[src/common/tiny32_pkg.sv]
`default_nettype none

package tiny32_pkg;

    typedef logic [31:0] word_t;
    typedef logic [4:0] reg_idx_t;

    typedef enum logic [6:0] {
        op_load   = 7'h03,
        op_store  = 7'h23,
        op_imm    = 7'h13,
        op_reg    = 7'h33,
        op_branch = 7'h63,
        op_lui    = 7'h37,
        op_auipc  = 7'h17,
        op_jal    = 7'h6f,
        op_jalr   = 7'h67,
        op_sys    = 7'h0b   // custom hlt, in and out
    } opcode_e;

    typedef enum logic [3:0] {
        alu_add, alu_sub, alu_sll, alu_srl, alu_sra,
        alu_xor, alu_or, alu_and, alu_slt, alu_sltu
    } alu_op_e;

    typedef enum logic [1:0] {
        size_byte = 2'd0,
        size_half = 2'd1,
        size_word = 2'd2
    } mem_size_e;

    //////////////////////////////////////////////////
    // instruction formats

    typedef struct packed {
        logic [6:0] func7;
        reg_idx_t rs2;
        reg_idx_t rs1;
        logic [2:0] func3;
        reg_idx_t rd;
        logic [6:0] opcode;
    } r_fmt_t;

    typedef struct packed {
        logic [11:0] imm;
        reg_idx_t rs1;
        logic [2:0] func3;
        reg_idx_t rd;
        logic [6:0] opcode;
    } i_fmt_t;

    typedef struct packed {
        logic [6:0] imm_hi;
        reg_idx_t rs2;
        reg_idx_t rs1;
        logic [2:0] func3;
        logic [4:0] imm_lo;
        logic [6:0] opcode;
    } s_fmt_t;

    typedef struct packed {
        logic imm12;
        logic [5:0] imm10_5;
        reg_idx_t rs2;
        reg_idx_t rs1;
        logic [2:0] func3;
        logic [3:0] imm4_1;
        logic imm11;
        logic [6:0] opcode;
    } b_fmt_t;

    typedef struct packed {
        logic [19:0] imm;
        reg_idx_t rd;
        logic [6:0] opcode;
    } u_fmt_t;

    typedef struct packed {
        logic imm20;
        logic [9:0] imm10_1;
        logic imm11;
        logic [7:0] imm19_12;
        reg_idx_t rd;
        logic [6:0] opcode;
    } j_fmt_t;

    typedef union packed {
        r_fmt_t r_fmt;
        i_fmt_t i_fmt;
        s_fmt_t s_fmt;
        b_fmt_t b_fmt;
        u_fmt_t u_fmt;
        j_fmt_t j_fmt;
    } instr_u;

    //////////////////////////////////////////////////
    // decoded control and memory request

    typedef struct packed {
        opcode_e opcode;
        alu_op_e alu_op;
        reg_idx_t rs1;
        reg_idx_t rs2;
        reg_idx_t rd;
        logic op_a_pc;
        logic op_a_zero;
        logic op_b_imm;
        logic we;
        mem_size_e size;
        logic load_unsigned;
        logic [2:0] cond;       // func3 of a branch
        logic is_in;
        logic is_out;
        logic is_hlt;
        logic illegal;
        word_t imm;
    } dec_t;

    typedef struct packed {
        logic valid;
        logic write;
        mem_size_e size;
        logic uns;
        word_t address;
        word_t wdata;           // rs2 as is, memory aligns it
    } mem_req_t;

    localparam word_t reset_pc = 32'h4000_0000;
    localparam logic [1:0] region_rom = 2'd1;
    localparam logic [1:0] region_ram = 2'd2;

endpackage

`default_nettype wire

[src/design/tiny32_decoder.sv]
`default_nettype none

module tiny32_decoder (
    input wire tiny32_pkg::instr_u instr,
    output tiny32_pkg::dec_t dec
);
    import tiny32_pkg::*;

    logic [2:0] func3;
    logic [6:0] func7;

    assign func3 = instr.r_fmt.func3;
    assign func7 = instr.r_fmt.func7;

    always_comb begin
        dec = '0;
        dec.opcode = opcode_e'(instr.r_fmt.opcode);
        dec.rs1 = instr.r_fmt.rs1;
        dec.rs2 = instr.r_fmt.rs2;
        dec.rd = instr.r_fmt.rd;
        dec.cond = func3;
        dec.size = mem_size_e'(func3[1:0]);
        dec.load_unsigned = func3[2];
        dec.alu_op = alu_add;

        case (instr.r_fmt.opcode)
            op_load: begin
                dec.we = 1'b1;
                dec.imm = {{20{instr.i_fmt.imm[11]}}, instr.i_fmt.imm};
                dec.illegal = func3[1:0] == 2'b11 || func3 == 3'b110;
            end
            op_store: begin
                dec.imm = {{20{instr.s_fmt.imm_hi[6]}}, instr.s_fmt.imm_hi,
                           instr.s_fmt.imm_lo};
                dec.illegal = func3[2] || func3[1:0] == 2'b11;
            end
            op_imm, op_reg: begin
                dec.we = 1'b1;
                dec.op_b_imm = instr.r_fmt.opcode == op_imm;
                dec.imm = {{20{instr.i_fmt.imm[11]}}, instr.i_fmt.imm};
                case (func3)
                    3'd0: dec.alu_op = (!dec.op_b_imm && func7[5]) ? alu_sub : alu_add;
                    3'd1: dec.alu_op = alu_sll;
                    3'd2: dec.alu_op = alu_slt;
                    3'd3: dec.alu_op = alu_sltu;
                    3'd4: dec.alu_op = alu_xor;
                    3'd5: dec.alu_op = func7[5] ? alu_sra : alu_srl;
                    3'd6: dec.alu_op = alu_or;
                    default: dec.alu_op = alu_and;
                endcase
                // multiply and divide use func7 = 1 and are not built
                dec.illegal = !dec.op_b_imm && func7 != 7'h00 && func7 != 7'h20;
            end
            op_branch: begin
                dec.alu_op = alu_sub;   // flags come from rs1 - rs2
                dec.imm = {{19{instr.b_fmt.imm12}}, instr.b_fmt.imm12, instr.b_fmt.imm11,
                           instr.b_fmt.imm10_5, instr.b_fmt.imm4_1, 1'b0};
                dec.illegal = func3[2:1] == 2'b01;
            end
            op_lui, op_auipc: begin
                dec.we = 1'b1;
                dec.op_a_zero = instr.r_fmt.opcode == op_lui;
                dec.op_a_pc = instr.r_fmt.opcode == op_auipc;
                dec.op_b_imm = 1'b1;
                dec.imm = {instr.u_fmt.imm, 12'h000};
            end
            op_jal: begin
                dec.we = 1'b1;
                dec.imm = {{11{instr.j_fmt.imm20}}, instr.j_fmt.imm20, instr.j_fmt.imm19_12,
                           instr.j_fmt.imm11, instr.j_fmt.imm10_1, 1'b0};
            end
            op_jalr: begin
                dec.we = 1'b1;
                dec.imm = {{20{instr.i_fmt.imm[11]}}, instr.i_fmt.imm};
            end
            op_sys: begin
                dec.is_hlt = func3 == 3'd2;
                dec.is_in = func3 == 3'd3;
                dec.is_out = func3 == 3'd4;
                dec.we = dec.is_in;
                dec.illegal = !(dec.is_hlt || dec.is_in || dec.is_out);
            end
            default: dec.illegal = 1'b1;
        endcase
    end

endmodule

`default_nettype wire

[config.mk]
export PLATFORM = sky130hd
export DESIGN_NAME = tiny32_decoder
export DESIGN_NICKNAME = d
export VERILOG_FILES = /design/src/common/tiny32_pkg.sv /design/src/design/tiny32_decoder.sv
export SDC_FILE = /design/constraint.sdc
export NUM_CORES = 1
export LEC_CHECK = 0
export ABC_AREA = 1
export BUFFER_PORTS_ARGS = -buffer_cell sky130_fd_sc_hd__buf_4
export CAP_MARGIN = 40
export CORE_ASPECT_RATIO = 1.2
export CORE_MARGIN = 1.5
export CORE_UTILIZATION = 41
export DETAILED_ROUTE_END_ITERATION = 8
export PLACE_DENSITY = 0.85
export SYNTH_ARGS = -nofsm -noshare
export SYNTH_HDL_FRONTEND = slang
export SYNTH_SLANG_ARGS = --single-unit
[constraint.sdc]
create_clock -name vclk -period 1.2
set_input_delay 0.12 -clock vclk [all_inputs]
set_output_delay 0.12 -clock vclk [all_outputs]
set_load 0.02 [all_outputs]
[Word level (Yosys, flattened, before mapping)]
Cells that the tools add are included.
Word-level totals
  output and inout bits: 72
  input bits: 32
  word-level logic and storage cells: 45
  flip-flop bits (word level): 0
Cells by class
  multiplexer cells: 10
  eq/ne operators: 19
  reductions and logical operators: 16
Operators by type and width (number)
  $pmux W32 S5: 1
  $pmux W4 S7: 1
  $eq A7 B6 Y1 const B: 3
  $eq A7 B7 Y1 const B: 3
  $eq A7 B5 Y1 const B: 2
  $eq A3 B3 Y1 const B: 3
  $pmux W4 S2: 1
  $reduce_or A4 Y1: 2
  $eq A7 B2 Y1 const B: 1
  $eq A7 B4 Y1 const B: 1
  $ne A7 B6 Y1 const B: 1
  $reduce_bool A7 Y1: 1
  $reduce_or A7 Y1: 1
  $eq A3 B2 Y1 const B: 2
  $mux W3: 2
  $pmux W1 S6: 1
  $logic_or A1 B1 Y1: 4
  $pmux W1 S2: 2
  $reduce_or A2 Y1: 2
  $eq A3 B1 Y1 const B: 1
  $logic_and A1 B1 Y1: 3
  $logic_not A3 Y1: 1
  $eq A2 B1 Y1 const B: 1
  $eq A2 B2 Y1 const B: 1
  other kinds (3): 4

[Longest topological paths before layout]
  depth after elaboration: 6
  mapped depth: 8
  depth with buffers taken out: 8

[Worst setup path after synthesis]
Ideal clock, no wire load.
  kind: input-to-output
  start: input instr[5] in the netlist's numbering
  end: output dec[42] in the netlist's numbering
  arrival: 1261 ps
  stages: 4
  slack: -181 ps
  cells stage by stage: nor3_2 -> nand2_1 -> nor3_1 -> nand3b_1
RTL lines
  start, declared: line tiny32_decoder.sv:4  | input wire tiny32_pkg::instr_u instr,
  end, declared: line tiny32_decoder.sv:5  | output tiny32_pkg::dec_t dec

==> flow_summary.ini <==
[yosys]
ys_types = 25
synth_area_leaders = nand2_1, nand3_1, buf_4, nand4_1, nand3_2
syn_area_um2 = 1240
syn_area_per_cell_um2 = 5.54
seq_area_frac_synth_pct = 0
syn_nets = 256
yosysWarnings = 0
synth_top_cell_area_share_pct = 18.1
netlist_instances = 224
synth_top_area_cell = nand2_1

[timing]
finalHoldViolations = 0
setup_tns_ns = -2.63
setup_viol = 36
fin_crit_sh_pct = 115
worst_slack_ns = -0.174
fmax_mhz = 728
drv_slew = 0
relSlewSlack_pct = 84.9
grt_setup_unrepaired = true
worst_slew_pin_slew_ns = 0.224
period_minus_slack_ns = 1.37

[worst_setup_path]
arrival_ns = 1.25
cp_cell_sequence = buf_12, inv_8, nand2_4, nor2_4, buf_6, nand2_2, buf_6, nand2_1, nor2_1, nand2_1, nand3_1, buf_6
path_delay_family = buffers and inverters
slowest_delay_ns = 0.14
endpoint_kind = primary output
crit_path_top_delay_cell = nor2_4
crit_type = input port to primary output
path_common_cell = buf_6
crit_fanout = 5
critPathLaunchType = input port
path_buf_inv = 5
critical_path_depth = 12
cp.required_ns = 1.08

[placement]
hpwlAfterDp_um = 3550
place_area_um2 = 2070
gp_routability_congestion = 0.823
io_buffers = 104
place_inst = 358

[global_route]
grt_antenna_before_repair = 0
grt_max_degree = 21
grt_first_pass_wirelength_um = 7340
grt_overflow = 0
grt_pass1_vias = 1640
grt.total_usage_pct = 27.5

[detailed_routing]
drc = 0
post_drt_via_cell_ratio = 5.81
antenna_left = 0
vias = 2134
dr.pass1.iters = 7
drtIter0Drc = 96
post_drt_wl_per_cell_um = 17.3
routed_wl_um = 6340

[floorplanning]
fp.dieW_um = 53.2
ios = 104
die_area_um2 = 3370
die_height_um = 63.3
core_area_um2 = 2840
start_util_pct = 43.7
core.rowCount = 21

[min_path]
worst_hold_path.num_cells = 2
worstHoldPathType = input port to primary output

[finish]
final_cell_mix = buf_4, nand2_1, nand3_1, buf_6, nand2_2
layout_commonest_cell = buf_4
n_fill_cell = 139
seq_area_um2 = 0
seq_cell_count = 0
design_area_um2 = 2540
multiInputGateArea_um2 = 1120
utilization_pct = 89.7
num-clock-buffers = 0
num-nets-final = 367
syn_to_final_growth_pct = 105
diodes = 0
final_cells = 367
layout-drive-gt1-share_pct = 63.4

[power]
irDropWorstVdd_mv = 0.291
total_power_uw = 684
p_leak_uw = 0.00146
powerDensity_nw_per_um2 = 269

[run_status]
violations = negative setup slack
status = finished, violations left

[clock_network]
hold_buffers = 0

[job]
drv_cap = 0
power breakdown:
group | switching (uW) | internal [uW] | leakage [uW] | total, uW
Combinational | 381 | 302 | 0.00146 | 684
Sequential | 0 | 0 | 0 | 0
Clock | 0 | 0 | 0 | 0
Total | 381 | 302 | 0.00146 | 684
worst paths after layout:
kind                  startpoint  endpoint  slack [ns]
worst min-delay path    instr[8]   dec[47]        0.45
worst max-delay path    instr[2]   dec[32]       -0.17
kinds of logic after synthesis:
group	Yosys count	share of synthesized area, %
AND/OR/NAND/NOR	167	70.8
buffers and inverters	52	26.8
AO/OA/AOI/OAI	5	2.42
stage by stage:
step / hold slack, ns / setup slack [ns]
final: 0.447 / -0.174
after global routing: 0.454 / -0.209
after CTS: 0.447 / -0.0820
after detailed placement: 0.447 / -0.210
after global placement: 0.447 / -0.174
after floorplan: 0.294 / 0.0244
area by class of cell:
class | instances | share of cell area, %
Timing Repair Buffer | 146 | 51.2
Inverter | 14 | 3.24
Tap cell | 34 | 1.67
Multi-Input combinational cell | 173 | 43.9
layer usage:
layer	global-route usage [%]	wire length (um)	up-vias
met1	30.7	2170	960
met4	6.41	340	0
met2	52.5	3170	185
li1	-	-	951
met5	0	0	-
met3	2.84	657	38
cell usage after synthesis (all sizes together):
cell type and number:
nand2 66, nand3 54, buf 37, nor2 24
nand4 19, inv 14, nor3 3, a21oi 2
a211oi 1, clkbuf 1, nand3b 1, o21a 1
o21ai 1
timing repair:
| item | 4_1_cts | 5_1_grt |
|---|---|---|
| pin swaps | 7 | 18 |
| buffers inserted | 3 | 4 |
| gates resized for setup | 55 | 49 |
| setup endpoints to repair | 35 | 40 |
| cloned | 0 | 2 |
Note: power is estimated with default switching activity, not from simulation.
