File: src/common/tiny32_pkg.sv
`default_nettype none

package tiny32_pkg;

    typedef logic [31:0] word_t;
    typedef logic [4:0] reg_idx_t;

    typedef enum logic [6:0] {
        op_load   = 7'h03,
        op_store  = 7'h23,
        op_imm    = 7'h13,
        op_reg    = 7'h33,
        op_branch = 7'h63,
        op_lui    = 7'h37,
        op_auipc  = 7'h17,
        op_jal    = 7'h6f,
        op_jalr   = 7'h67,
        op_sys    = 7'h0b   // custom hlt, in and out
    } opcode_e;

    typedef enum logic [3:0] {
        alu_add, alu_sub, alu_sll, alu_srl, alu_sra,
        alu_xor, alu_or, alu_and, alu_slt, alu_sltu
    } alu_op_e;

    typedef enum logic [1:0] {
        size_byte = 2'd0,
        size_half = 2'd1,
        size_word = 2'd2
    } mem_size_e;

    //////////////////////////////////////////////////
    // instruction formats

    typedef struct packed {
        logic [6:0] func7;
        reg_idx_t rs2;
        reg_idx_t rs1;
        logic [2:0] func3;
        reg_idx_t rd;
        logic [6:0] opcode;
    } r_fmt_t;

    typedef struct packed {
        logic [11:0] imm;
        reg_idx_t rs1;
        logic [2:0] func3;
        reg_idx_t rd;
        logic [6:0] opcode;
    } i_fmt_t;

    typedef struct packed {
        logic [6:0] imm_hi;
        reg_idx_t rs2;
        reg_idx_t rs1;
        logic [2:0] func3;
        logic [4:0] imm_lo;
        logic [6:0] opcode;
    } s_fmt_t;

    typedef struct packed {
        logic imm12;
        logic [5:0] imm10_5;
        reg_idx_t rs2;
        reg_idx_t rs1;
        logic [2:0] func3;
        logic [3:0] imm4_1;
        logic imm11;
        logic [6:0] opcode;
    } b_fmt_t;

    typedef struct packed {
        logic [19:0] imm;
        reg_idx_t rd;
        logic [6:0] opcode;
    } u_fmt_t;

    typedef struct packed {
        logic imm20;
        logic [9:0] imm10_1;
        logic imm11;
        logic [7:0] imm19_12;
        reg_idx_t rd;
        logic [6:0] opcode;
    } j_fmt_t;

    typedef union packed {
        r_fmt_t r_fmt;
        i_fmt_t i_fmt;
        s_fmt_t s_fmt;
        b_fmt_t b_fmt;
        u_fmt_t u_fmt;
        j_fmt_t j_fmt;
    } instr_u;

    //////////////////////////////////////////////////
    // decoded control and memory request

    typedef struct packed {
        opcode_e opcode;
        alu_op_e alu_op;
        reg_idx_t rs1;
        reg_idx_t rs2;
        reg_idx_t rd;
        logic op_a_pc;
        logic op_a_zero;
        logic op_b_imm;
        logic we;
        mem_size_e size;
        logic load_unsigned;
        logic [2:0] cond;       // func3 of a branch
        logic is_in;
        logic is_out;
        logic is_hlt;
        logic illegal;
        word_t imm;
    } dec_t;

    typedef struct packed {
        logic valid;
        logic write;
        mem_size_e size;
        logic uns;
        word_t address;
        word_t wdata;           // rs2 as is, memory aligns it
    } mem_req_t;

    localparam word_t reset_pc = 32'h4000_0000;
    localparam logic [1:0] region_rom = 2'd1;
    localparam logic [1:0] region_ram = 2'd2;

endpackage

`default_nettype wire

File: src/design/tiny32_pc.sv
`default_nettype none

module tiny32_pc (
    input wire logic clk,
    input wire logic nreset,
    input wire tiny32_pkg::dec_t dec,
    input wire tiny32_pkg::word_t rs1_data,
    input wire logic taken,
    input wire logic load,
    output tiny32_pkg::word_t pc,
    output tiny32_pkg::word_t pc_plus4
);
    import tiny32_pkg::*;

    word_t target;

    assign pc_plus4 = pc + 32'd4;

    always_comb begin
        case (dec.opcode)
            op_branch: target = taken ? pc + dec.imm : pc_plus4;
            op_jal: target = pc + dec.imm;
            op_jalr: target = (rs1_data + dec.imm) & ~32'd1;
            default: target = pc_plus4;
        endcase
    end

    always_ff @(posedge clk) begin
        if (!nreset)
            pc <= reset_pc;
        else if (load)
            pc <= target;   // once per instruction, in writeback
    end

endmodule

`default_nettype wire

File: config.mk
export PLATFORM = sky130hd
export DESIGN_NAME = tiny32_pc
export DESIGN_NICKNAME = d
export VERILOG_FILES = /design/src/common/tiny32_pkg.sv /design/src/design/tiny32_pc.sv
export SDC_FILE = /design/constraint.sdc
export NUM_CORES = 1
export LEC_CHECK = 0
export BUFFER_PORTS_ARGS = -buffer_cell sky130_fd_sc_hd__buf_4
export CAP_MARGIN = 15
export CORE_UTILIZATION = 42
export DETAILED_ROUTE_END_ITERATION = 6
export GPL_TIMING_DRIVEN = 0
export PLACE_DENSITY = 0.79
export SETUP_SLACK_MARGIN = 0.2
export SYNTH_ARGS = -nofsm -noshare
export SYNTH_HDL_FRONTEND = slang
export SYNTH_SLANG_ARGS = --single-unit
File: constraint.sdc
create_clock -name clk -period 4.6 [get_ports clk]
set_input_delay 1.38 -clock clk [delete_from_list [all_inputs] [get_ports clk]]
set_output_delay 1.38 -clock clk [all_outputs]
set_load 0.005 [all_outputs]
* Word level (Yosys, flattened, before mapping)
Cells that the tools add are included.
** Cells by class
- Add/subtract/negate cells :: 3
- Equality and inequality tests :: 3
- Mux-type cells :: 2
** Operator list (count)
- 32-bit case mux with 3 select lines :: 1
- 32-bit adder :: 2
- 32-bit by 3-bit adder with 32-bit output (second input constant) :: 1
- 32-bit 2-to-1 mux :: 1
- 7-bit == test (second input constant) :: 3
** Word-level totals
- Flip-flop bits (word level) :: 32
- Input port bits :: 108

* Logic depth before layout (Yosys ltp)
- Depth after elaboration :: 3
- Mapped depth :: 12
- Depth with buffers taken out :: 12

* Worst setup path after synthesis
No wires, ideal clock.
- Path type :: in2reg
- From :: input port dec[0] (netlist name)
- To :: register pc[18]
- Arrival :: 3.715 ns
- Data required time :: 4.480 ns
- Slack :: 0.766 ns
- Stages on the path :: 12
- Path through :: ha_1 -> inv_1 -> fa_1 -> nor2b_1 -> o21ai_0 -> a21oi_1 -> o22ai_2 -> a2111oi_1 -> o41ai_2 -> xnor2_1 -> a221o_1 -> o31a_1
** Between the ends
- Word-level cells in the longest chain between the ends :: 3
- Elaborated cells between the ends (all ways) :: 4
- Those cells by class :: add/sub (2); mux (2)
** RTL lines
- start: declaration :: line tiny32_pc.sv:6 : input wire tiny32_pkg::dec_t dec,
- 32-bit adder :: line tiny32_pc.sv:21, tiny32_pc.sv:22
- 32-bit 2-to-1 mux :: line tiny32_pc.sv:21 : op_branch: target = taken ? pc + dec.imm : pc_plus4;
- 32-bit case mux with 3 select lines (*) :: line tiny32_pc.sv:20 : case (dec.opcode)
- end signal: assignment :: line tiny32_pc.sv:30 : pc <= reset_pc;
- end signal: assignment :: line tiny32_pc.sv:32 : pc <= target;
- end: declaration :: line tiny32_pc.sv:10 : output tiny32_pkg::word_t pc,
Mark *: on every way between the ends. The rest lies on a longest branch, timed or not.
A chain may end at the register's enable or synchronous reset.

* Worst setup path after layout
- From :: register pc[2]
- To :: output port pc_plus4[26]
** Between the ends
- Word-level cells in the longest chain between the ends :: 1
** RTL lines
- 32-bit by 3-bit adder with 32-bit output :: line tiny32_pc.sv:17 : assign pc_plus4 = pc + 32'd4;
- end: declaration :: line tiny32_pc.sv:11 : output tiny32_pkg::word_t pc_plus4
No other way between the ends.

==> results.sh <==
export IMPL_run_status="finished with violations"
export IMPL_failed_checks="design-rule violations"
export IMPL_cts_htree_levels=2
export IMPL_ys_warnings_count=0
export IMPL_vdd_ir_drop_max_v=0.000144
export IMPL_grt_setup_unrepaired="false"
export IMPL_clock_path_buffers=2
export IMPL_number_of_antenna_violations_at_the_first_check_in_global_routing=0
export IMPL_worstSetupEndpointType="output pin"
export IMPL_synth_seq_area_share_pct=11.9
export IMPL_synth_top_family_by_area="compound AO/OA/AOI/OAI gates"
export IMPL_synthesis_instances=746
export IMPL_synthesis_nets=918
export IMPL_synth_top_cells_by_area="ha_1 14%, dfxtp_1 12%, xnor2_1 8.4%, a21oi_1 7.3%, o21ai_0 5.1%"
export IMPL_clkSlewWorstSetupHoldPaths_ps=60
export IMPL_drt_pass1_iter_count=7
export IMPL_fin_setup_tns_ps=0
export IMPL_post_synth_xor_area_fraction_pct=10.9
export IMPL_cellLeakagePower_nw=3.10
export IMPL_grt_pass1_vias=5817
export IMPL_wl_met3_um=2350
export IMPL_route_met2_wl_um=8750
export IMPL_netlist_area_before_placement_um2=5400
export IMPL_postSynth_asyncResetShare_pct=0
export IMPL_start_kind="register"
export IMPL_topRoutingLayerUsed="met4"
export IMPL_area_share_of_fa_ha_maj_cells_after_synthesis_pct=15.1
export IMPL_ys_types=73
export IMPL_mostFrequentLayoutCells="140 x buf_4, 79 x a21oi_1, 67 x nand2_1"
export IMPL_post_synth_and_or_nand_nor_area_fraction_pct=21.0
export IMPL_die_h_um=115
export IMPL_postLayoutCoreUtil_pct=54.3
export IMPL_ff_latch_area_um2=641
export IMPL_critical_path_buf_inv_count=1
export IMPL_insertion_delay_ps=290
export IMPL_hp_class="register to register"
export IMPL_cell_class_contributing_the_biggest_share_of_worst_path_delay="simple AND/OR/NAND/NOR gates"
export IMPL_final_common_cell="buf_4"
export IMPL_internal_power_w=0.000847
export IMPL_relative_contribution_of_sequential_cells_to_total_power_pct=23.6
export IMPL_power_switching_w=0.000532
export IMPL_boundaryPins=172
export IMPL_cpPeakStageDelay_ps=510
export IMPL_grt_remaining_overflow=0
export IMPL_flow_area_growth_from_synthesis_pct=26.4
export IMPL_synth_main_ff_cell="dfxtp_1"
export IMPL_max_cap_violations=0
export IMPL_top_register="pc"
export IMPL_post_cts_hold_buffer_count=0
export IMPL_route_final_wire_length_um=20100
export IMPL_grt_first_pass_wirelength_um=30400
export IMPL_synth_avg_cell_area_um2=7.23
export IMPL_cp_cell_sequence="ha_1 > nand3_1 > nor2_1 > nand3_2 > nor2_1 > nand4_1 > xnor2_1 > buf_4"
export IMPL_synth_enable_flop_cells=0
export IMPL_cp_max_fo=7
export IMPL_slew_limit_headroom_pct=42.8
export IMPL_worst_slew_pin_slew_ps=857
export IMPL_report_final_hold_viol_count=0
export IMPL_slew_violations=0
export IMPL_remaining_drc_errors=1
export IMPL_die_w_um=115
export IMPL_final_cycle_share_pct=94.1
export IMPL_critPathMostFrequentCell="nor2_1"
export IMPL_cts_resized_gates=0
export IMPL_finClkSkew_ps=11.2
export IMPL_synth_compound_area_share_pct=35.8
export IMPL_route_detailed_wl_per_inst_um=18.9
export IMPL_switching_share_pct=38.6
export IMPL_cts_tree="done"
export IMPL_clkPwrFrac_pct=29.1
export IMPL_fill_cells=1255
export IMPL_ys_ff_latch=32
export IMPL_dp_hpwl_um=15400
export IMPL_total_routed_wire_length_on_the_met1_layer_um=8450
export IMPL_design_core_area_um2=12600
export IMPL_reg_largest_list="pc: 32 flops"
export IMPL_drtAntennaViolNets=0
export IMPL_cts_sinks=32
export IMPL_fin_nets=1064
export IMPL_number_of_buffers_created_by_cts=5
export IMPL_grt_max_degree=11
export IMPL_cp_data_required_time_ps=3220
export IMPL_placement_io_buffers=138
export IMPL_start_util_pct=42.9
export IMPL_vias=6544
export IMPL_gp_congestion=0.983
export IMPL_insertedDiodeCount=0
export IMPL_worstSetupPathType="register to output pin"
export IMPL_power_density_nw_per_um2=202
export IMPL_cp_data_arrival_time_ps=2950
export IMPL_detail_route_iter0_violations=618
export IMPL_finalWorstPathRequiredPeriod_ps=4330
export IMPL_setup_violations=0
export IMPL_std_cell_rows=41
export IMPL_flip_flop_count_of_the_largest_register_after_layout=32
export IMPL_multiInputGateArea_um2=4530
export IMPL_dieArea_um2=13300
export IMPL_combinationalPowerShare_pct=47.4
export IMPL_max_freq_mhz=231
export IMPL_synth_top_cell_area_share_pct=14.4
export IMPL_yosysTopAreaCell="ha_1"
export IMPL_fraction_of_synthesized_area_in_multiplexers_pct=1.14
export IMPL_layout_drive_gt1_share_pct=18.6
export IMPL_worst_path_max_delay_cell="nor2_1"
export IMPL_post_cts_repair_setup_buffers=0
export IMPL_combined_global_route_utilization_of_all_metal_layers_pct=29.8
export IMPL_clock_root_buffer="clkbuf_16"
export IMPL_viasPerCell=6.14
-- path summary, 6_finish.rpt --
| kind | slack, ps | cells past startpoint | startpoint | end |
|---|---|---|---|---|
| setup reg to reg | 1300 | 12 | pc[0] | pc[26] |
| hold reg to reg | 580 | 2 | pc[30] | pc[30] |
| setup / recovery | 270 | 8 | pc[2] | pc_plus4[26] |
| hold / removal | 580 | 2 | pc[30] | pc[30] |
-- power by group through the flow --
stage / logic [W] / clock network, W / registers [W]
after global placement: 0.000629 / 0 / 0.000329
after global routing: 0.000712 / 0.000406 / 0.000327
after CTS: 0.000639 / 0.000399 / 0.000324
after detailed placement: 0.000634 / 0 / 0.000330
after floorplan: 0.000420 / 0 / 0.000323
final: 0.000653 / 0.000401 / 0.000325
-- worst min-delay path, delay by kind of cell (launching register included) --
| family | cells | cell delay [ps] |
|---|---|---|
| AOI/OAI and AO/OA | 1 | 60 |
| DFF | 1 | 360 |
| and+or+nand+nor | 1 | 110 |
-- synthesized netlist by cell type, types with 3 or more instances --
library cell	count
a41oi_1	4
and3_1	15
nand4_1	16
o21ai_1	7
inv_1	25
nor2_1	55
a211oi_1	9
ha_1	62
o221a_2	3
a21oi_1	79
clkbuf_1	29
nor3_1	16
nand3_1	22
and2_1	4
o211ai_1	5
nand3b_1	3
dfxtp_1	32
a211o_1	7
nor2b_1	12
xnor2_1	52
a21o_1	26
nand2_1	67
o2111ai_1	4
a32oi_1	3
or2_2	3
xor2_1	15
or3_1	5
o21a_1	18
nand2b_1	3
a221oi_1	9
o21ai_0	55
and4_1	3
o21bai_1	10
mux2i_1	5
a221o_1	6
a31oi_1	7
-- through the flow --
step | cells | cell area (um^2) | hold slack, ps | power, W | setup slack (ps)
floorplan | 746 | 5400 | 529 | 0.000743 | 766
CTS | 1065 | 6820 | 578 | 0.00136 | 351
detailed placement | 1057 | 6660 | 568 | 0.000964 | 281
finish | 1065 | 6820 | 584 | 0.00138 | 273
global placement | 1056 | 6650 | 562 | 0.000959 | 232
global route | 1065 | 6820 | 623 | 0.00145 | 203
-- per-layer routing --
| layer | vias to the layer above | GRT usage, % |
|---|---|---|
| li1 | 3108 | - |
| met1 | 3000 | 40.7 |
| met2 | 391 | 46.4 |
| met3 | 45 | 6.17 |
| met4 | 0 | 10.0 |
| met5 | - | 0 |
-- final cells by class --
cell class | count | share of cell area, %
buffer | 32 | 1.89
clock buffer | 6 | 1.89
clock inverter | 2 | 0.514
inverter | 25 | 1.38
multi-input combinational | 657 | 66.4
sequential | 32 | 9.39
tap | 172 | 3.16
timing repair buffer | 139 | 15.3
-- cell families after synthesis --
family	after synthesis
buffers and inverters	57
DFF	32
muxes	6
xor gates and xnor gates	67
and+or+nand+nor	233
AOI/OAI and AO/OA	287
adders and majority gates	64
Power figures use the tool's default switching activity.
