### config.mk
export PLATFORM = sky130hd
export DESIGN_NAME = tiny32_control
export DESIGN_NICKNAME = d
export VERILOG_FILES = /design/src/common/tiny32_pkg.sv /design/src/control/tiny32_control.sv
export SDC_FILE = /design/constraint.sdc
export NUM_CORES = 1
export LEC_CHECK = 0
export BUFFER_PORTS_ARGS = -buffer_cell sky130_fd_sc_hd__buf_2
export CORE_AREA = 3 3 206 208
export CTS_CLUSTER_DIAMETER = 40
export DETAILED_ROUTE_END_ITERATION = 10
export DIE_AREA = 0 0 209 211
export GPL_ROUTABILITY_DRIVEN = 1
export PLACE_DENSITY = 0.51
export SLEW_MARGIN = 20
export SYNTH_ARGS = -nofsm -noshare
export SYNTH_HDL_FRONTEND = slang
export SYNTH_SLANG_ARGS = --single-unit
### constraint.sdc
create_clock -name clk -period 8.1 [get_ports clk]
set_input_delay 1.215 -clock clk [delete_from_list [all_inputs] [get_ports clk]]
set_output_delay 1.215 -clock clk [all_outputs]
set_load 0.02 [all_outputs]
### src/common/tiny32_pkg.sv
`default_nettype none

package tiny32_pkg;

    typedef logic [31:0] word_t;
    typedef logic [4:0] reg_idx_t;

    typedef enum logic [6:0] {
        op_load   = 7'h03,
        op_store  = 7'h23,
        op_imm    = 7'h13,
        op_reg    = 7'h33,
        op_branch = 7'h63,
        op_lui    = 7'h37,
        op_auipc  = 7'h17,
        op_jal    = 7'h6f,
        op_jalr   = 7'h67,
        op_sys    = 7'h0b   // custom hlt, in and out
    } opcode_e;

    typedef enum logic [3:0] {
        alu_add, alu_sub, alu_sll, alu_srl, alu_sra,
        alu_xor, alu_or, alu_and, alu_slt, alu_sltu
    } alu_op_e;

    typedef enum logic [1:0] {
        size_byte = 2'd0,
        size_half = 2'd1,
        size_word = 2'd2
    } mem_size_e;

    //////////////////////////////////////////////////
    // instruction formats

    typedef struct packed {
        logic [6:0] func7;
        reg_idx_t rs2;
        reg_idx_t rs1;
        logic [2:0] func3;
        reg_idx_t rd;
        logic [6:0] opcode;
    } r_fmt_t;

    typedef struct packed {
        logic [11:0] imm;
        reg_idx_t rs1;
        logic [2:0] func3;
        reg_idx_t rd;
        logic [6:0] opcode;
    } i_fmt_t;

    typedef struct packed {
        logic [6:0] imm_hi;
        reg_idx_t rs2;
        reg_idx_t rs1;
        logic [2:0] func3;
        logic [4:0] imm_lo;
        logic [6:0] opcode;
    } s_fmt_t;

    typedef struct packed {
        logic imm12;
        logic [5:0] imm10_5;
        reg_idx_t rs2;
        reg_idx_t rs1;
        logic [2:0] func3;
        logic [3:0] imm4_1;
        logic imm11;
        logic [6:0] opcode;
    } b_fmt_t;

    typedef struct packed {
        logic [19:0] imm;
        reg_idx_t rd;
        logic [6:0] opcode;
    } u_fmt_t;

    typedef struct packed {
        logic imm20;
        logic [9:0] imm10_1;
        logic imm11;
        logic [7:0] imm19_12;
        reg_idx_t rd;
        logic [6:0] opcode;
    } j_fmt_t;

    typedef union packed {
        r_fmt_t r_fmt;
        i_fmt_t i_fmt;
        s_fmt_t s_fmt;
        b_fmt_t b_fmt;
        u_fmt_t u_fmt;
        j_fmt_t j_fmt;
    } instr_u;

    //////////////////////////////////////////////////
    // decoded control and memory request

    typedef struct packed {
        opcode_e opcode;
        alu_op_e alu_op;
        reg_idx_t rs1;
        reg_idx_t rs2;
        reg_idx_t rd;
        logic op_a_pc;
        logic op_a_zero;
        logic op_b_imm;
        logic we;
        mem_size_e size;
        logic load_unsigned;
        logic [2:0] cond;       // func3 of a branch
        logic is_in;
        logic is_out;
        logic is_hlt;
        logic illegal;
        word_t imm;
    } dec_t;

    typedef struct packed {
        logic valid;
        logic write;
        mem_size_e size;
        logic uns;
        word_t address;
        word_t wdata;           // rs2 as is, memory aligns it
    } mem_req_t;

    localparam word_t reset_pc = 32'h4000_0000;
    localparam logic [1:0] region_rom = 2'd1;
    localparam logic [1:0] region_ram = 2'd2;

endpackage

`default_nettype wire

### src/control/tiny32_control.sv
`default_nettype none

module tiny32_control (
    input wire logic clk,
    input wire logic nreset,
    input wire tiny32_pkg::dec_t dec,
    input wire tiny32_pkg::word_t fetch_data,
    input wire tiny32_pkg::word_t load_data,
    input wire tiny32_pkg::word_t alu_result,
    input wire tiny32_pkg::word_t pc,
    input wire tiny32_pkg::word_t pc_plus4,
    input wire tiny32_pkg::word_t rs1_data,
    input wire tiny32_pkg::word_t rs2_data,
    input wire tiny32_pkg::word_t io_data_in,
    input wire logic io_ready,
    output tiny32_pkg::instr_u instr,
    output tiny32_pkg::mem_req_t mem_req,
    output logic fetch_en,
    output logic exec_en,
    output logic rf_we,
    output tiny32_pkg::word_t rf_wdata,
    output logic pc_load,
    output logic hlt,
    output logic error,
    output tiny32_pkg::word_t io_address,
    output tiny32_pkg::word_t io_data_out,
    output logic io_req,
    output logic io_nwr
);
    import tiny32_pkg::*;

    typedef enum logic [2:0] {
        st_fetch, st_decode, st_execute, st_memory, st_io_wait, st_writeback
    } state_e;

    state_e state;
    instr_u ir;
    word_t in_data;
    word_t ea;
    logic is_mem, misaligned, out_of_map, fault, pc_fault;

    assign ea = rs1_data + dec.imm;   // load/store effective address
    assign is_mem = dec.opcode == op_load || dec.opcode == op_store;
    assign misaligned = (dec.size == size_half && ea[0]) ||
                        (dec.size == size_word && ea[1:0] != 2'b00);
    assign out_of_map = ea[31:30] != region_rom && ea[31:30] != region_ram;
    assign fault = dec.illegal || (is_mem && (misaligned || out_of_map));
    assign pc_fault = pc[1:0] != 2'b00 || pc[31:30] != region_rom;

    // the fetched word is decoded straight from memory while ir fills
    assign instr = (state == st_decode) ? instr_u'(fetch_data) : ir;

    assign fetch_en = state == st_fetch;
    assign exec_en = state == st_execute;
    assign pc_load = state == st_writeback;
    assign rf_we = state == st_writeback && dec.we;

    always_comb begin
        if (dec.opcode == op_jal || dec.opcode == op_jalr)
            rf_wdata = pc_plus4;
        else if (dec.opcode == op_load)
            rf_wdata = load_data;
        else if (dec.is_in)
            rf_wdata = in_data;
        else
            rf_wdata = alu_result;
    end

    //////////////////////////////////////////////////
    // stage FSM

    always_ff @(posedge clk) begin
        if (!nreset) begin
            state <= st_fetch;
            hlt <= 1'b0;
            error <= 1'b0;
            io_req <= 1'b0;
            io_nwr <= 1'b1;
            mem_req.valid <= 1'b0;
        end else if (!hlt && !error) begin
            case (state)
                st_fetch: begin
                    if (pc_fault)
                        error <= 1'b1;
                    else
                        state <= st_decode;
                end
                st_decode: begin
                    ir <= instr_u'(fetch_data);
                    if (fault) begin
                        error <= 1'b1;
                    end else if (dec.is_hlt) begin
                        hlt <= 1'b1;
                    end else if (dec.is_in || dec.is_out) begin
                        io_req <= 1'b1;
                        io_nwr <= !dec.is_out;
                        io_address <= rs1_data;
                        io_data_out <= rs2_data;
                        state <= st_io_wait;
                    end else if (is_mem) begin
                        mem_req <= '{valid: 1'b1, write: dec.opcode == op_store,
                                     size: dec.size, uns: dec.load_unsigned,
                                     address: ea, wdata: rs2_data};
                        state <= st_memory;
                    end else begin
                        state <= st_execute;
                    end
                end
                st_execute: state <= st_writeback;
                st_memory: begin
                    mem_req.valid <= 1'b0;   // read data lands for writeback
                    state <= st_writeback;
                end
                st_io_wait: begin
                    if (io_ready) begin
                        io_req <= 1'b0;
                        io_nwr <= 1'b1;
                        in_data <= io_data_in;
                        state <= st_writeback;
                    end
                end
                default: state <= st_fetch;   // writeback back to fetch
            endcase
        end
    end

endmodule

`default_nettype wire

== After elaboration in Yosys (flattened, before gate mapping) ==
Cells that the tools add are included.
W data, S select, Z words.

* Output and inout bits: 205
* Bits in registers: 204
* Bits of input ports: 331

* Mux-type cells: 29
* Add/sub/neg operators: 1
* Reductions and logical operators: 32
* Bitwise operators: 3
* Equal/unequal tests: 23

{| class="wikitable"
|+ Operators by type and width
! cell !! count
|-
| $mux W69 || 4
|-
| $mux W32 || 4
|-
| $add A32 B32 Y32 || 1
|-
| $reduce_and A6 Y1 || 3
|-
| $ne A2 B2 Y1 const B || 8
|-
| $mux W3 || 5
|-
| $eq A7 B7 Y1 const B || 2
|-
| $pmux W3 S4 || 1
|-
| $reduce_and A4 Y1 || 3
|-
| $mux W1 || 11
|-
| $reduce_bool A2 Y1 || 5
|-
| $ne A2 B1 Y1 const B || 4
|-
| $pmux W1 S2 || 4
|-
| $eq A7 B2 Y1 const B || 1
|-
| $eq A7 B6 Y1 const B || 1
|-
| $logic_or A1 B1 Y1 || 7
|-
| $reduce_and A7 Y1 || 1
|-
| $eq A3 B2 Y1 const B || 2
|-
| $eq A3 B3 Y1 const B || 2
|-
| $logic_and A1 B1 Y1 || 6
|-
| $reduce_and A5 Y1 || 1
|-
| $eq A3 B1 Y1 const B || 1
|-
| $logic_not A1 Y1 || 3
|-
| $logic_not A3 Y1 || 1
|-
| 5 further kinds || 7
|}

== Logic depth before layout (Yosys ltp) ==
* Depth in word-level cells: 9
* Mapped depth: 13

== Worst setup path before layout ==
No wires, ideal clock.

* Kind: input port to flip-flop
* Start: input port dec[0] (netlist bit)
* End: register mem_req[0] (netlist bit), enable pin
* Path slack: 1118 ps
* Required time: 7606 ps
* Data arrival time: 6488 ps
* Setup time: 494 ps
* Path buffers: 0
* Stages: 13
* Path through: ha_1 -> inv_1 -> fa_1 -> nand2b_1 -> a21o_1 -> a21bo_1 -> a211o_1 -> a21o_1 -> o211ai_2 -> xnor2_1 -> o22a_2 -> or4_4 -> nor2_1

* Elaborated cells on any way between the ends: 13

{| class="wikitable"
|+ RTL lines
! item !! RTL line !! text
|-
| start, declared || tiny32_control.sv:6 || <nowiki>input wire tiny32_pkg::dec_t dec,</nowiki>
|-
| $add A32 B32 Y32 * || tiny32_control.sv:42 || <nowiki>assign ea = rs1_data + dec.imm;</nowiki>
|-
| named net ea[30] || tiny32_control.sv:39 || <nowiki>word_t ea;</nowiki>
|-
| $ne A2 B1 Y1 / $ne A2 B2 Y1 (equally long branches) || tiny32_control.sv:46 || <nowiki>assign out_of_map = ea[31:30] != region_rom && ea[31:30] != region_ram;</nowiki>
|-
| $logic_and A1 B1 Y1 * || tiny32_control.sv:46 ||
|-
| $logic_or A1 B1 Y1 * || tiny32_control.sv:47 || <nowiki>assign fault = dec.illegal || (is_mem && (misaligned || out_of_map));</nowiki>
|-
| $logic_and A1 B1 Y1 * || tiny32_control.sv:47 ||
|-
| $logic_or A1 B1 Y1 * || tiny32_control.sv:47 ||
|-
| $not A1 Y1 (no line) * || n/a ||
|-
| $reduce_and A7 Y1 (no line) * || n/a ||
|-
| end signal, assigned || tiny32_control.sv:101 || <nowiki>mem_req <= '{valid: 1'b1, write: dec.opcode == op_store,</nowiki>
|-
| end, declared || tiny32_control.sv:17 || <nowiki>output tiny32_pkg::mem_req_t mem_req,</nowiki>
|}

The timed path passes the listed nets; every way through them passes the cells marked *.
A chain may end at the register's enable or synchronous reset.

== Worst setup path in the final report ==
* Start: input port rs1_data[14]
* End: register io_data_out[24], enable pin

* Longest elaborated chain between the ends: 8
* Elaborated cells on any way between the ends: 9

{| class="wikitable"
|+ RTL lines
! item !! RTL line !! text
|-
| start, declared || tiny32_control.sv:12 || <nowiki>input wire tiny32_pkg::word_t rs1_data,</nowiki>
|-
| $add A32 B32 Y32 * || tiny32_control.sv:42 ||
|-
| named net ea[31] || tiny32_control.sv:39 ||
|-
| $ne A2 B1 Y1 / $ne A2 B2 Y1 (equally long branches) || tiny32_control.sv:46 ||
|-
| $logic_and A1 B1 Y1 * || tiny32_control.sv:46 ||
|-
| $logic_or A1 B1 Y1 * || tiny32_control.sv:47 ||
|-
| $logic_and A1 B1 Y1 * || tiny32_control.sv:47 ||
|-
| $logic_or A1 B1 Y1 * || tiny32_control.sv:47 ||
|-
| $not A1 Y1 (no line) * || n/a ||
|-
| $reduce_and A6 Y1 (no line) * || n/a ||
|-
| end signal, assigned || tiny32_control.sv:98 || <nowiki>io_data_out <= rs2_data;</nowiki>
|-
| end, declared || tiny32_control.sv:26 || <nowiki>output tiny32_pkg::word_t io_data_out,</nowiki>
|}

Marked as above.

==> flow_metrics.py <==
metrics = {
    "cts": {
        "clock_latency_ns": 0.54,
        "tritoncts": "done",
        "clockBufferDepth": 3,
        "clk_pin_slew_ns": 0.05,
        "post_cts_buffers": 0,
        "cts_max_level": 2,
        "numCtsBuffers": 40,
        "cts_root_buffer": "clkbuf_16",
        "hold_buffers": 0,
        "cts.sinks": 204,
        "cts_resized": 0,
    },
    "timing": {
        "min_period_over_period": 0.6403,
        "worst-slew-pin-transition_ns": 0.9902,
        "finalMaxSlewViolations": 0,
        "fin_hold_ws_ns": 0.4566,
        "hold_viol_final": 0,
        "finClkSkew_ns": 0.01827,
        "setup_viol": 0,
        "max_freq_mhz": 192.8,
        "post-route-min-period_ns": 5.186,
        "rsz0062_at_grt": "no",
        "fin_tns_setup_ns": 0,
        "relSlewSlack": 0.3399,
    },
    "drt": {
        "vias": 8113,
        "wl_per_cell_um": 17.21,
        "vias_per_cell": 4.339,
        "route.detailed.drc": 0,
        "first_iter_violations": 441,
        "dr.pass1.iters": 5,
        "ant_nets": 0,
        "routed_wl_um": 32180,
    },
    "global_route": {
        "grtUsageTotal": 0.1381,
        "antenna_found_initial": 1,
        "grt_pass1_wl_um": 47200,
        "overflow": 0,
        "grt_pass1_vias": 8068,
        "grt_max_degree": 65,
    },
    "final_layout": {
        "nets": 1670,
        "drive_gt1_frac": 0.4286,
        "fill_cells": 4155,
        "synthToLayoutAreaGrowth_pct": 47.59,
    },
    "floorplanning": {
        "die_h_um": 211,
        "rows": 74,
        "start_util": 0.2336,
        "io_pins": 536,
        "die_w_um": 209,
        "dieArea_um2": 44100,
        "core_um2": 40740,
    },
    "worst_setup_path": {
        "critPathRequiredTime_ns": 8.31,
        "worstPathMaxFanout": 31,
        "crit_type": "input pin to flip-flop",
        "ff2ff_path_depth": 6,
        "end_kind": "flip-flop",
        "cp-start-kind": "input pin",
        "crit_arrival_ns": 5.39,
    },
    "pwr": {
        "power.leakage_nw": 5.979,
        "p_per_area_nw_per_um2": 241.5,
        "fin_total_pwr_mw": 3.391,
        "seqPwrFrac": 0.356,
        "ir_drop_mv": 0.1704,
        "power_frac_comb": 0.131,
        "switching_share": 0.2517,
        "internal_power_mw": 2.538,
        "p_clk_frac": 0.513,
        "switchingPower_mw": 0.8534,
    },
    "placed_design": {
        "place_hpwl_um": 25330,
        "place.gp.congestion": 0.8082,
        "port_buffers": 482,
    },
    "synthesis": {
        "synth-edff-count": 196,
        "yosys_warnings": 0,
        "avgSynthCellArea_um2": 11.78,
        "syn-cell-area_um2": 9515,
        "yosysUniqueCellTypes": 55,
        "ys_seq_area_frac": 0.6354,
        "synth-seq-cells": 204,
        "synthTopCellsByArea": "edfxtp_1 62%, nand2_1 6.0%, ha_1 4.1%, mux2i_1 3.4%, a21oi_1 3.3%",
        "synth.cells.most_frequent": "196 x edfxtp_1, 151 x nand2_1, 63 x a21oi_1, 62 x nor2_1, 59 x o21ai_0",
        "synthesis.nets": 1171,
        "synth-main-ff-cell": "edfxtp_1",
        "synth_most_common_cell": "edfxtp_1",
        "yosysTopAreaCell": "edfxtp_1",
        "netlist_instances": 808,
        "synth.top_cell.area_share": 0.6185,
        "async_flop_share": 0,
    },
    "worst_hold_path": {
        "hold_path.class": "flip-flop to flip-flop",
        "whs_path_depth": 2,
    },
    "run_status": {
        "status": "finished clean",
    },
    "run": {
        "max_cap_viol_count": 0,
    },
}
cell type report:
| type | count | area, um2 | share of cell area |
|---|---|---|---|
| Sequential cell | 204 | 6046 | 0.4305 |
| Multi-Input combinational cell | 547 | 3283 | 0.2338 |
| Timing Repair Buffer | 492 | 2532 | 0.1803 |
| Clock buffer | 43 | 1044 | 0.07430 |
| Tap cell | 532 | 665.6 | 0.04740 |
| Clock inverter | 29 | 387.9 | 0.02762 |
| Inverter | 22 | 82.58 | 0.005880 |
| Antenna cell | 1 | 2.502 | 0.0001782 |
registers in the layout, indices dropped and copies added (netlist names), 3 cells and up:
signal       cells
in_data         32
io_address      32
io_data_out     32
ir              32
mem_req         69
state            3
routing by layer:
metal  track usage  share of wire
met5             0        0.00040
met4       0.05081          0.020
met3       0.03297          0.071
met2        0.2383           0.50
met1        0.1688           0.41
power by group through the flow:
stage	Sequential, mW	Clock [mW]	Combinational, mW
5_1_grt	1.21	1.84	0.494
6_report	1.21	1.74	0.444
3_3_place_gp	1.23	0	0.445
4_1_cts	1.21	1.80	0.451
2_1_floorplan	1.23	0	0.262
3_5_place_dp	1.23	0	0.448
cells by family after synthesis:
| logic type | share of synthesized area |
|---|---|
| AO/OA/AOI/OAI | 0.1204 |
| XOR/XNOR | 0.02393 |
| adder cells (fa/ha/maj) | 0.04287 |
| buffers and inverters | 0.02380 |
| flip-flops | 0.6354 |
| multiplexers | 0.03366 |
| AND/OR/NAND/NOR | 0.1199 |
placed cells by master, fill, tap and decap left out, types with 7 or more instances in the layout:
master / Yosys / layout
nand2_1: 151 / 151
clkinvlp_4: 0 / 10
inv_1: 22 / 22
o21ai_0: 59 / 59
buf_4: 1 / 7
mux2i_1: 32 / 32
buf_2: 0 / 482
edfxtp_1: 196 / 196
ha_1: 31 / 31
clkbuf_16: 0 / 41
a211oi_1: 8 / 8
xor2_1: 9 / 9
a21o_1: 9 / 9
nand3_1: 13 / 13
dfxtp_1: 8 / 8
a21oi_1: 63 / 63
bufinv_16: 0 / 7
xnor2_1: 17 / 17
nor2_1: 62 / 58
worst max-delay path, stage by stage:
cell and delay (ns):
buf_2 0.11, ha_1 0.36, a211oi_1 0.39, o211ai_1 0.18, a31oi_1 0.25, o211ai_1 0.14
a31oi_1 0.36, xnor2_1 0.21, xnor2_1 0.18, o22a_2 0.25, or4_4 0.53, nor2_4 0.73
buf_4 0.44
through the flow:
step                      setup WS (ns)  cell area (um2)  std cells    util
after floorplan                   1.118             9515        808       -
after global placement            2.234            12560       1795  0.3084
after detailed placement          2.285            12590       1796  0.3090
after CTS                         2.857            14020       1868  0.3442
after global routing              2.501            14040       1869  0.3447
final                             2.914            14040       1870  0.3447
final timing paths:
kind | slack [ns] | end | from
max | 2.91 | io_data_out[24] | rs1_data[14]
min | 0.46 | mem_req[68] | mem_req[68]
max reg2reg | 4.86 | io_data_out[24] | state[0]
min reg2reg | 0.46 | mem_req[68] | mem_req[68]
No activity file was read; power rests on OpenSTA's default activity.
